--- config.mk ---
export PLATFORM = sky130hd
export DESIGN_NAME = histTop
export DESIGN_NICKNAME = d
export VERILOG_FILES = /design/src/rtl/histPkg.sv /design/src/rtl/histRamIf.sv /design/src/rtl/acqWindow.sv /design/src/rtl/binAccumulator.sv /design/src/rtl/histRam.sv /design/src/rtl/histReadout.sv /design/src/rtl/histTop.sv
export SDC_FILE = /design/constraint.sdc
export NUM_CORES = 1
export LEC_CHECK = 0
export ABC_AREA = 0
export BUFFER_PORTS_ARGS = -buffer_cell sky130_fd_sc_hd__buf_4
export CAP_MARGIN = 20
export CORE_MARGIN = 2
export CORE_UTILIZATION = 55
export CTS_BUF_LIST = sky130_fd_sc_hd__clkbuf_4 sky130_fd_sc_hd__clkbuf_8
export DETAILED_ROUTE_END_ITERATION = 10
export GPL_TIMING_DRIVEN = 0
export PLACE_DENSITY = 0.69
export SYNTH_ARGS = -nofsm -noshare
export SYNTH_HDL_FRONTEND = slang
export SYNTH_SLANG_ARGS = --single-unit
--- constraint.sdc ---
create_clock -name clk -period 6.2 [get_ports clk]
set_clock_uncertainty 0.15 [all_clocks]
set_input_delay 1.24 -clock clk [delete_from_list [all_inputs] [get_ports clk]]
set_output_delay 1.24 -clock clk [all_outputs]
set_load 0.1 [all_outputs]
--- src/rtl/histPkg.sv ---
package histPkg;

    // timestamp word width, also the fine bin index width
    localparam int binWidth = 6;

    // low bits dropped when binning coarse
    localparam int coarseShift = 2;

    localparam int defCountWidth = 8;   // bits per bin count
    localparam int defAcqPerFrame = 16; // sync pulses per frame

    typedef struct packed {
        logic [binWidth-coarseShift-1:0] index; // coarse bin
        logic [coarseShift-1:0] fineBits;       // dropped in coarse mode
    } coarseWordT;

    // one timestamp word, read either as a fine bin or as a coarse bin
    typedef union packed {
        logic [binWidth-1:0] fine;
        coarseWordT coarse;
    } tdcWordT;

endpackage

--- src/rtl/histRamIf.sv ---
`timescale 1ns/1ps

interface histRamIf #(
    parameter int countWidth = histPkg::defCountWidth
);

    logic rdEn;
    logic [histPkg::binWidth-1:0] rdAddr;
    logic [countWidth:0] rdData; // epoch tag in msb, count below

    logic wrEn;
    logic [histPkg::binWidth-1:0] wrAddr;
    logic [countWidth:0] wrData; // same layout as rdData

    // accumulator uses both ports
    modport acc (output rdEn, rdAddr, wrEn, wrAddr, wrData, input rdData);

    modport rdo (output rdEn, rdAddr, input rdData); // readout only reads

    modport mem (input rdEn, rdAddr, wrEn, wrAddr, wrData, output rdData);

endinterface

--- src/rtl/acqWindow.sv ---
`timescale 1ns/1ps

module acqWindow #(
    parameter int acqPerFrame = histPkg::defAcqPerFrame
) (
    input  logic clk,
    input  logic res,
    input  logic syncPulse,
    input  logic busy,
    output logic frameEnd
);

    localparam int cntWidth = $clog2(acqPerFrame + 1);
    localparam logic [cntWidth-1:0] lastCount = cntWidth'(acqPerFrame - 1);

    logic [cntWidth-1:0] syncCount; // pulses seen in this frame

    always_ff @(posedge clk or negedge res) begin
        if (!res) begin
            syncCount <= '0;
            frameEnd <= 1'b0;
        end else begin
            frameEnd <= 1'b0;
            if (syncPulse && !busy) begin // sync during readout is dropped
                if (syncCount == lastCount) begin
                    syncCount <= '0;
                    frameEnd <= 1'b1;
                end else begin
                    syncCount <= syncCount + 1'b1;
                end
            end
        end
    end

endmodule

--- src/rtl/binAccumulator.sv ---
`timescale 1ns/1ps

module binAccumulator #(
    parameter int countWidth = histPkg::defCountWidth
) (
    input  logic clk,
    input  logic res,
    input  logic eventValid,
    input  histPkg::tdcWordT eventWord,
    input  logic coarse,
    input  logic epoch,
    input  logic hold,
    output logic eventReady,
    output logic idle,
    histRamIf.acc ram
);

    localparam int bw = histPkg::binWidth;

    logic accept;
    logic [bw-1:0] binAddr;

    logic s1Valid;              // read stage
    logic [bw-1:0] s1Addr;
    logic s2Valid;              // modify and write stage
    logic [bw-1:0] s2Addr;
    logic fwdValid;             // write done on the last edge
    logic [bw-1:0] fwdAddr;
    logic [countWidth-1:0] fwdCount;

    logic [countWidth-1:0] oldCount;
    logic [countWidth-1:0] newCount;

    assign eventReady = !hold;
    assign accept = eventValid && eventReady;

    // coarse bins are the upper bits, zero extended to the address
    assign binAddr = coarse ? bw'(eventWord.coarse.index) : eventWord.fine;

    always_ff @(posedge clk or negedge res) begin
        if (!res) begin
            s1Valid <= 1'b0;
            s2Valid <= 1'b0;
            fwdValid <= 1'b0;
        end else begin
            s1Valid <= accept;
            s2Valid <= s1Valid;
            fwdValid <= s2Valid;
        end
    end

    always_ff @(posedge clk) begin
        s1Addr <= binAddr;
        s2Addr <= s1Addr;
        fwdAddr <= s2Addr;
        fwdCount <= newCount;
    end

    // The read for s2 was taken on the same edge as the previous write, so
    // that write is missing from rdData and has to be forwarded. Older
    // writes already landed before the read.
    always_comb begin
        if (fwdValid && fwdAddr == s2Addr) begin
            oldCount = fwdCount;
        end else if (ram.rdData[countWidth] != epoch) begin
            oldCount = '0; // stale entry from an earlier frame
        end else begin
            oldCount = ram.rdData[countWidth-1:0];
        end
    end

    assign newCount = (&oldCount) ? oldCount : oldCount + 1'b1; // saturate

    assign ram.rdEn = s1Valid;
    assign ram.rdAddr = s1Addr;
    assign ram.wrEn = s2Valid;
    assign ram.wrAddr = s2Addr;
    assign ram.wrData = {epoch, newCount};

    assign idle = !s1Valid && !s2Valid;

endmodule

--- src/rtl/histRam.sv ---
`timescale 1ns/1ps

module histRam #(
    parameter int countWidth = histPkg::defCountWidth
) (
    input logic clk,
    histRamIf.mem ram
);

    localparam int depth = 2 ** histPkg::binWidth;

    logic [countWidth:0] mem [depth];

    // the tag starts as 1 while the epoch resets to 0, so every bin reads
    // stale in the first frame and no clear pass over the array is needed
    initial begin
        for (int i = 0; i < depth; i++) begin
            mem[i] = {1'b1, {countWidth{1'b0}}};
        end
    end

    always @(posedge clk) begin
        if (ram.wrEn) begin
            mem[ram.wrAddr] <= ram.wrData;
        end
    end

    // registered read, old data on a same-address write
    always_ff @(posedge clk) begin
        if (ram.rdEn) begin
            ram.rdData <= mem[ram.rdAddr];
        end
    end

endmodule

--- src/rtl/histReadout.sv ---
`timescale 1ns/1ps

module histReadout #(
    parameter int countWidth = histPkg::defCountWidth
) (
    input  logic clk,
    input  logic res,
    input  logic start,
    input  logic coarse,
    input  logic epoch,
    input  logic binReady,
    output logic binValid,
    output logic [histPkg::binWidth-1:0] binIndex,
    output logic [countWidth-1:0] binCount,
    output logic [histPkg::binWidth-1:0] peakIndex,
    output logic [countWidth-1:0] peakCount,
    output logic frameDone,
    output logic busy,
    histRamIf.rdo ram
);

    localparam int bw = histPkg::binWidth;
    localparam logic [bw-1:0] fineLast = '1;
    localparam logic [bw-1:0] coarseLast = bw'((1 << (bw - histPkg::coarseShift)) - 1);

    typedef enum logic [1:0] {
        sIdle,
        sRead,  // first read of the scan
        sLoad,  // read data arriving
        sHold   // beat presented, waiting for binReady
    } stateT;

    stateT state;
    logic [bw-1:0] addr;
    logic [bw-1:0] lastAddr;
    logic beat;
    logic lastBeat;

    assign lastAddr = coarse ? coarseLast : fineLast;
    assign beat = (state == sHold) && binReady;
    assign lastBeat = beat && addr == lastAddr;

    // next address is read on the accepting edge, a stall keeps addr
    assign ram.rdEn = (state == sRead) || (beat && !lastBeat);
    assign ram.rdAddr = (state == sRead) ? addr : addr + 1'b1;

    assign binValid = (state == sHold);
    assign binIndex = addr;
    assign busy = (state != sIdle) || frameDone; // covers the frameDone cycle

    always_ff @(posedge clk or negedge res) begin
        if (!res) begin
            state <= sIdle;
            addr <= '0;
            frameDone <= 1'b0;
            peakIndex <= '0;
            peakCount <= '0;
        end else begin
            frameDone <= 1'b0;
            case (state)
                sIdle: begin
                    if (start) begin
                        addr <= '0;
                        peakIndex <= '0;
                        peakCount <= '0;
                        state <= sRead;
                    end
                end
                sRead: state <= sLoad;
                sLoad: state <= sHold;
                sHold: begin
                    if (binReady) begin
                        if (binCount > peakCount) begin // strict, lower index keeps ties
                            peakCount <= binCount;
                            peakIndex <= addr;
                        end
                        if (lastBeat) begin
                            frameDone <= 1'b1;
                            state <= sIdle;
                        end else begin
                            addr <= addr + 1'b1;
                            state <= sLoad;
                        end
                    end
                end
                default: state <= sIdle;
            endcase
        end
    end

    always_ff @(posedge clk) begin
        if (state == sLoad) begin
            binCount <= (ram.rdData[countWidth] == epoch) ? ram.rdData[countWidth-1:0] : '0;
        end
    end

endmodule

--- src/rtl/histTop.sv ---
`timescale 1ns/1ps

module histTop #(
    parameter int countWidth = histPkg::defCountWidth,
    parameter int acqPerFrame = histPkg::defAcqPerFrame
) (
    input  logic clk,
    input  logic res,
    input  logic eventValid,
    input  logic [histPkg::binWidth-1:0] eventWord,
    input  logic coarseMode,
    input  logic syncPulse,
    input  logic binReady,
    output logic eventReady,
    output logic binValid,
    output logic [histPkg::binWidth-1:0] binIndex,
    output logic [countWidth-1:0] binCount,
    output logic [histPkg::binWidth-1:0] peakIndex,
    output logic [countWidth-1:0] peakCount,
    output logic frameDone
);

    logic epoch;         // tag written with every count
    logic coarseLatched; // mode of the running frame
    logic pending;       // frame ended, waiting for the pipeline to drain
    logic frameEnd;
    logic accIdle;
    logic rdoBusy;
    logic rdoStart;
    logic hold;

    histRamIf #(.countWidth(countWidth)) accIf ();
    histRamIf #(.countWidth(countWidth)) rdoIf ();
    histRamIf #(.countWidth(countWidth)) ramIf ();

    assign hold = pending || rdoBusy;
    assign rdoStart = pending && accIdle;

    always_ff @(posedge clk or negedge res) begin
        if (!res) begin
            epoch <= 1'b0;
            coarseLatched <= 1'b0;
            pending <= 1'b0;
        end else begin
            if (frameEnd) begin
                pending <= 1'b1;
            end else if (rdoStart) begin
                pending <= 1'b0;
            end
            if (frameDone) begin // histogram is out, open the next frame
                epoch <= ~epoch;
                coarseLatched <= coarseMode;
            end
        end
    end

    // the accumulator is idle for the whole readout, so the read port
    // only ever has one user
    assign ramIf.rdEn = rdoBusy ? rdoIf.rdEn : accIf.rdEn;
    assign ramIf.rdAddr = rdoBusy ? rdoIf.rdAddr : accIf.rdAddr;

    // each bin is emptied as it is read out, with the ending frame's tag,
    // so a bin hit two frames back cannot reappear under the same epoch
    assign ramIf.wrEn = rdoBusy ? rdoIf.rdEn : accIf.wrEn;
    assign ramIf.wrAddr = rdoBusy ? rdoIf.rdAddr : accIf.wrAddr;
    assign ramIf.wrData = rdoBusy ? {epoch, {countWidth{1'b0}}} : accIf.wrData;
    assign accIf.rdData = ramIf.rdData;
    assign rdoIf.rdData = ramIf.rdData;

    histRam #(.countWidth(countWidth)) u_ram (
        .clk (clk),
        .ram (ramIf.mem)
    );

    acqWindow #(.acqPerFrame(acqPerFrame)) u_window (
        .clk       (clk),
        .res       (res),
        .syncPulse (syncPulse),
        .busy      (hold),
        .frameEnd  (frameEnd)
    );

    binAccumulator #(.countWidth(countWidth)) u_acc (
        .clk        (clk),
        .res        (res),
        .eventValid (eventValid),
        .eventWord  (eventWord),
        .coarse     (coarseLatched),
        .epoch      (epoch),
        .hold       (hold),
        .eventReady (eventReady),
        .idle       (accIdle),
        .ram        (accIf.acc)
    );

    histReadout #(.countWidth(countWidth)) u_readout (
        .clk       (clk),
        .res       (res),
        .start     (rdoStart),
        .coarse    (coarseLatched),
        .epoch     (epoch),
        .binReady  (binReady),
        .binValid  (binValid),
        .binIndex  (binIndex),
        .binCount  (binCount),
        .peakIndex (peakIndex),
        .peakCount (peakCount),
        .frameDone (frameDone),
        .busy      (rdoBusy),
        .ram       (rdoIf.rdo)
    );

endmodule

# Word level (Yosys, flattened, before mapping)
# Memories as Yosys holds them, arrays and structs flattened. A register that Yosys moved wholly into a read port is not among the register bits.
# Index checks and enable logic that the tools add are counted.
[totals]
regBits = 69
ram_bits = 576
input_bits = 12
out_inout_bits = 31
elab_cells = 96
n_memories = 1
[op_classes]
addsub = 3
magnitude_cmp = 1
n_eq_ne = 12
mux = 36
n_bitwise = 1
n_reduce_logical = 23
[memory_table]
columns = ["name", "depth", "word_bits", "read_ports", "rd_ports_with_merged_regs", "wr", "line_no", "source"]
rows = [
  ["u_ram.mem", 64, 9, 1, 1, 1, "histRam.sv:12", "logic [countWidth:0] mem [depth];"],
]
[ops]
columns = ["cell", "count"]
rows = [
  ["8-bit 2-to-1 mux", 7],
  ["6-bit 2-to-1 mux", 9],
  ["6-bit one-hot mux with 2 select lines", 2],
  ["8-bit one-hot mux with 2 select lines", 1],
  ["6-bit == test", 2],
  ["1-bit 2-to-1 mux", 11],
  ["8-bit by 1-bit adder with 8-bit output (second input constant)", 1],
  ["8-bit greater-than comparator", 1],
  ["1-bit logical AND", 8],
  ["2-bit one-hot mux with 4 select lines", 1],
  ["4-bit AND reduction", 2],
  ["8-bit AND reduction", 1],
  ["6-bit by 1-bit adder with 6-bit output (second input constant)", 1],
  ["2-bit 2-to-1 mux", 3],
  ["2-bit inequality test (second input constant)", 3],
  ["2-bit nonzero test", 3],
  ["5-bit by 1-bit adder with 5-bit output (second input constant)", 1],
  ["5-bit by 4-bit == test with 1-bit output (second input constant)", 1],
  ["5-bit 2-to-1 mux", 1],
  ["2-bit == test (second input constant)", 2],
  ["1-bit zero test", 4],
  ["4-bit 2-to-1 mux", 1],
  ["1-bit logical OR", 3],
  ["2-bit by 1-bit == test with 1-bit output (second input constant)", 1],
  ["other kinds (6)", 6],
]

# Logic depth before layout (Yosys ltp)
[depth]
word_depth = 9
depth_mapped = 12
mapped_depth_nobuf = 10

# Hierarchy
# From an unflattened synthesis, not the netlist that was laid out.
[unflattened]
cells_unflattened = 1358
hier_area_um2 = 26058.7
[by_module_without_submodules]
columns = ["module", "instances", "cells_each", "area_each_um2", "seq_area_each_um2"]
rows = [
  ["histRam", 1, 1020, 22684.3, 17566.8],
  ["histReadout", 1, 143, 1585.3, 815.8],
  ["binAccumulator", 1, 111, 1161.1, 595.6],
  ["histTop", 1, 56, 352.8, 75.1],
  ["acqWindow", 1, 28, 275.3, 150.1],
]

# Worst setup path after synthesis
# OpenSTA, ideal clock, no wires.
[synth_timing]
path_type = "flip-flop to flip-flop"
from = "reg epoch"
to = "mem u_ram.mem[0][1] (netlist bit), data pin"
setup_ps = 588
arrival_ps = 4182
required_time_ps = 5462
path_slack_ps = 1279
path_stages_with_launch = 8
path_buffers = 0
period_less_slack_ps = 4921
path_cell_list = "dfrtp_1 > xnor2_1 > and2_1 > mux2_4 > nand4_4 > or3_4 > nand3b_4 > a31oi_1"
[synth_between]
elab_chain_len = 6
word_cells_on_any_way = 7
cone_classes = "add/sub (1); eq/ne (1); mux (4); reduce/logical (1)"
[synth_rtl]
columns = ["item", "line_no", "source"]
rows = [
  ["start, declared", "histTop.sv:23", "logic epoch;"],
  ["start signal, assigned", "histTop.sv:51", "epoch <= ~epoch;"],
  ["1-bit inequality test (*)", "binAccumulator.sv:65", "end else if (ram.rdData[countWidth] != epoch) begin"],
  ["8-bit 2-to-1 mux (*)", "binAccumulator.sv:65", ""],
  ["8-bit 2-to-1 mux (*)", "binAccumulator.sv:63", "if (fwdValid && fwdAddr == s2Addr) begin"],
  ["8-bit by 1-bit adder with 8-bit output / 8-bit AND reduction (equally long branches)", "binAccumulator.sv:72", "assign newCount = (&oldCount) ? oldCount : oldCount + 1'b1;"],
  ["8-bit 2-to-1 mux (*)", "binAccumulator.sv:72", ""],
  ["8-bit 2-to-1 mux (*)", "histTop.sv:66", "assign ramIf.wrData = rdoBusy ? {epoch, {countWidth{1'b0}}} : accIf.wrData;"],
  ["net ramIf.wrData[1]", "histRamIf.sv:13", "logic [countWidth:0] wrData;"],
  ["end, declared", "histRam.sv:12", ""],
]
# Mark *: on every way through the listed nets, which the timed path passes. The rest lies on a longest branch.

# Final worst setup path
[layout_timing]
from = "reg u_readout.state[0]"
to = "reg u_ram.ram.rdData[2], read port of u_ram.mem, data pin"
[layout_between]
elab_chain_len = 7
word_cells_on_any_way = 12
cone_classes = "eq/ne (2); mux (3); reduce/logical (7)"
[layout_rtl]
columns = ["item", "line_no", "source"]
rows = [
  ["start, declared", "histReadout.sv:33", "stateT state;"],
  ["start signal, assigned", "histReadout.sv:53", "state <= sIdle;"],
  ["start signal, assigned", "histReadout.sv:66", "state <= sRead;"],
  ["start signal, assigned", "histReadout.sv:69", "sRead: state <= sLoad;"],
  ["2-bit == test", "histReadout.sv:40", "assign beat = (state == sHold) && binReady;"],
  ["1-bit logical AND", "histReadout.sv:40", ""],
  ["1-bit logical AND", "histReadout.sv:41", "assign lastBeat = beat && addr == lastAddr;"],
  ["1-bit zero test", "histReadout.sv:44", "assign ram.rdEn = (state == sRead) || (beat && !lastBeat);"],
  ["1-bit logical AND", "histReadout.sv:44", ""],
  ["1-bit logical OR", "histReadout.sv:44", ""],
  ["1-bit 2-to-1 mux", "histTop.sv:59", "assign ramIf.rdEn = rdoBusy ? rdoIf.rdEn : accIf.rdEn;"],
  ["end, declared", "histRamIf.sv:20", "modport mem (input rdEn, rdAddr, wrEn, wrAddr, wrData, output rdData);"],
]
# Several ways; a longest one is shown, not always the timed one.
# A chain may end at the register's enable or synchronous reset.

==> metrics <==
outcome=finished clean; Worst setup EP type=flop; Unique masters post-synth=75; CTS H-tree lvls=3; Worst Path Required=6510 ps; # setup viols final=0; syn_nets=2,091; Max stage delay cell, worst path=o21ai_1; Post-Syn Area=26,900 sq um; CP Class=flop to flop; vias in the first global route=17,400; Main synth FF type=edfxtp_1; Synth Instances=2,069; r2r setup slk=1820 ps; routed wire length=roughly 80,000 um; pre-CTS setup slack=1930 ps; ranking of synthesized cells by area=edfxtp_1 66%, nand2_1 7.3%, nand3_1 3.6%; CP Max Fanout=10; Slew Viols, Final=0; worst-margin pin slew=about 1100 ps; fmax=0.228 GHz; Vias=18,200; CP max stage delay=690 ps; Final Cycle Share=0.706; clock root buffer=clkbuf_8; CTS Hold Bufs=0; Worst VDD drop=0.274 mV; first-pass GRT wire length=115,000 um; # Post-CTS Setup Buffers=0; Die H=about 220 um; CTS max path bufs=3; Clock Latency Late Sink=720 ps; count leader, synth=edfxtp_1; Ys Warns=0; Async SR Flop Fraction=0.0535; Critical Path AT=4690 ps; power per cell area=399 nW/um^2; IO Pins=between 40 and 50; Cell Chain, Critical Path=buf_2 -> o21ai_1 -> and2_1 -> buf_4 -> clkbuf_1 -> buf_2 -> a211oi_1 -> a31oi_1 -> nand4_1 -> and4_1; dpl cell area=28,200 sq um; total global-route track usage=0.319; largest net degree at the start of global routing=65; routability cong.=0.979; CTS tree=yes; Layout area overhead=12.3%; area leader, netlist=edfxtp_1; Clock transition at path regs=70 ps; family with the most delay on the worst path=buffers and inverters; layout cells sized above 1=0.150; Hold Fails Final Rpt=0; core box area=47,900 sq um; WL/cell=27.3 um; DRC=0; Critical Path Most Common Cell=buf_2; chip width=225 um; Routed Antenna Nets=0; Worst slew margin=0.242; most frequent cells after synthesis=593 x edfxtp_1, 525 x nand2_1, 193 x nand3_1, 97 x nor2_1, 65 x buf_2; Detailed Routing Iterations Pass 1=6; NumNets Final=about 2,300; sequential-to-total area share from yosys stat=0.715; dpl hpwl=55,000 um; Tmin final=between 4000 and 5000 ps; I/O Buffers=42; leakage power total=11.1 nW; Via density=around 6.2; Row Count=80; setup ws final=around 1800 ps; Max-Cap Viols=0; Yosys top cell area share=0.663; RSZ-0062 raised after global routing=no; final instance area=30,200 sq um; Buf/Inv on CP=4; initial antenna violation count=1; FF+latch count, synth=roughly 650; DRT iter0 DRCs=2,611; Die ar.=between 50,000 and 60,000 sq um; Hold WC Path Type=flop to flop; PostCTS Resize Cnt=0; clock buffer count from CTS=a little over 100; global route overflow=0; initial cell density of the core=0.560; clk sinks=654; Post-synth EDFFs=593; average cell area after synthesis=between 10 and 15 sq um; type of origin of the critical path=flop
path summary, 6_finish.rpt:
path / cells after the start / endpoint / from
min reg2reg: 0 / u_acc.ram.wrAddr[2] / u_acc.ram.rdAddr[2]
max reg2reg: 10 / u_ram.ram.rdData[2] / u_readout.state[0]
max: 10 / u_ram.ram.rdData[2] / u_readout.state[0]
max in group asynchronous: 1 / epoch / res
min: 0 / u_acc.ram.wrAddr[2] / u_acc.ram.rdAddr[2]
min in group asynchronous: 1 / u_acc.ram.rdEn / res
routing by layer:
layer | up-vias | GRT usage | wire, um
li1 | 7949 | - | -
met1 | 8926 | 0.444 | 31100
met2 | 1154 | 0.478 | 35700
met3 | 202 | 0.0832 | 9790
met4 | 0 | 0.137 | 3250
met5 | - | 0 | 0
per-stage QoR:
step | setup TNS (ps) | hold slack (ps) | total power, mW | std cells | utilization
3_5_place_dp | 0 | 184 | 8.51 | 2737 | 0.588
6_report | 0 | 202 | 12.0 | 2922 | 0.629
2_1_floorplan | 0 | 172 | 7.19 | 2069 | -
3_3_place_gp | -403700 | 188 | 8.45 | 2726 | 0.583
4_1_cts | 0 | 206 | 11.9 | 2917 | 0.628
5_1_grt | 0 | 207 | 12.3 | 2921 | 0.629
state kept, by name (all words and copies together) (netlist names), 2 cells and up:
register	count
u_acc.ram.wrAddr	6
u_ram.ram.rdData	9
u_acc.fwdCount	8
u_readout.peakIndex	6
u_readout.binIndex	6
u_window.syncCount	5
u_acc.ram.rdAddr	6
u_readout.peakCount	8
u_readout.state	2
u_ram.mem	576
u_readout.binCount	8
u_acc.fwdAddr	6
cell type report:
class / count / area (sq um)
Sequential cell: 654 / 19200
Tap cell: 615 / 769
Clock inverter: 44 / 226
Buffer: 120 / 663
Timing Repair Buffer: 57 / 568
Fill cell: 3595 / 17800
Clock buffer: 136 / 1680
Inverter: 10 / 37.5
Multi-Input combinational cell: 1285 / 7010
Antenna cell: 1 / 2.50
power breakdown:
group          internal (mW)  leakage, nW  switching (mW)
sequential              4.89         6.34          0.0604
clock                   1.80         1.01            1.67
combinational          0.922         3.70            2.68
layout by cell type, fill, tap and decap left out, drive strengths merged, types with 36 or more instances in the layout:
master,n
clkbuf,164
o21ai,36
and3,51
nor2,98
buf,149
nand3,193
a31oi,43
edfxtp,593
mux2i,61
a21oi,41
clkinv,39
nand2,527
cells by family after synthesis:
family / Yosys count / share of synthesized area
xor gates and xnor gates: 13 / 0.00424
and+or+nand+nor: 963 / 0.161
adders and majority gates: 10 / 0.00466
AOI/OAI and AO/OA: 218 / 0.0566
buffers and inverters: 130 / 0.0261
muxes: 81 / 0.0327
DFF: 654 / 0.715
Power figures use the tool's default switching activity.
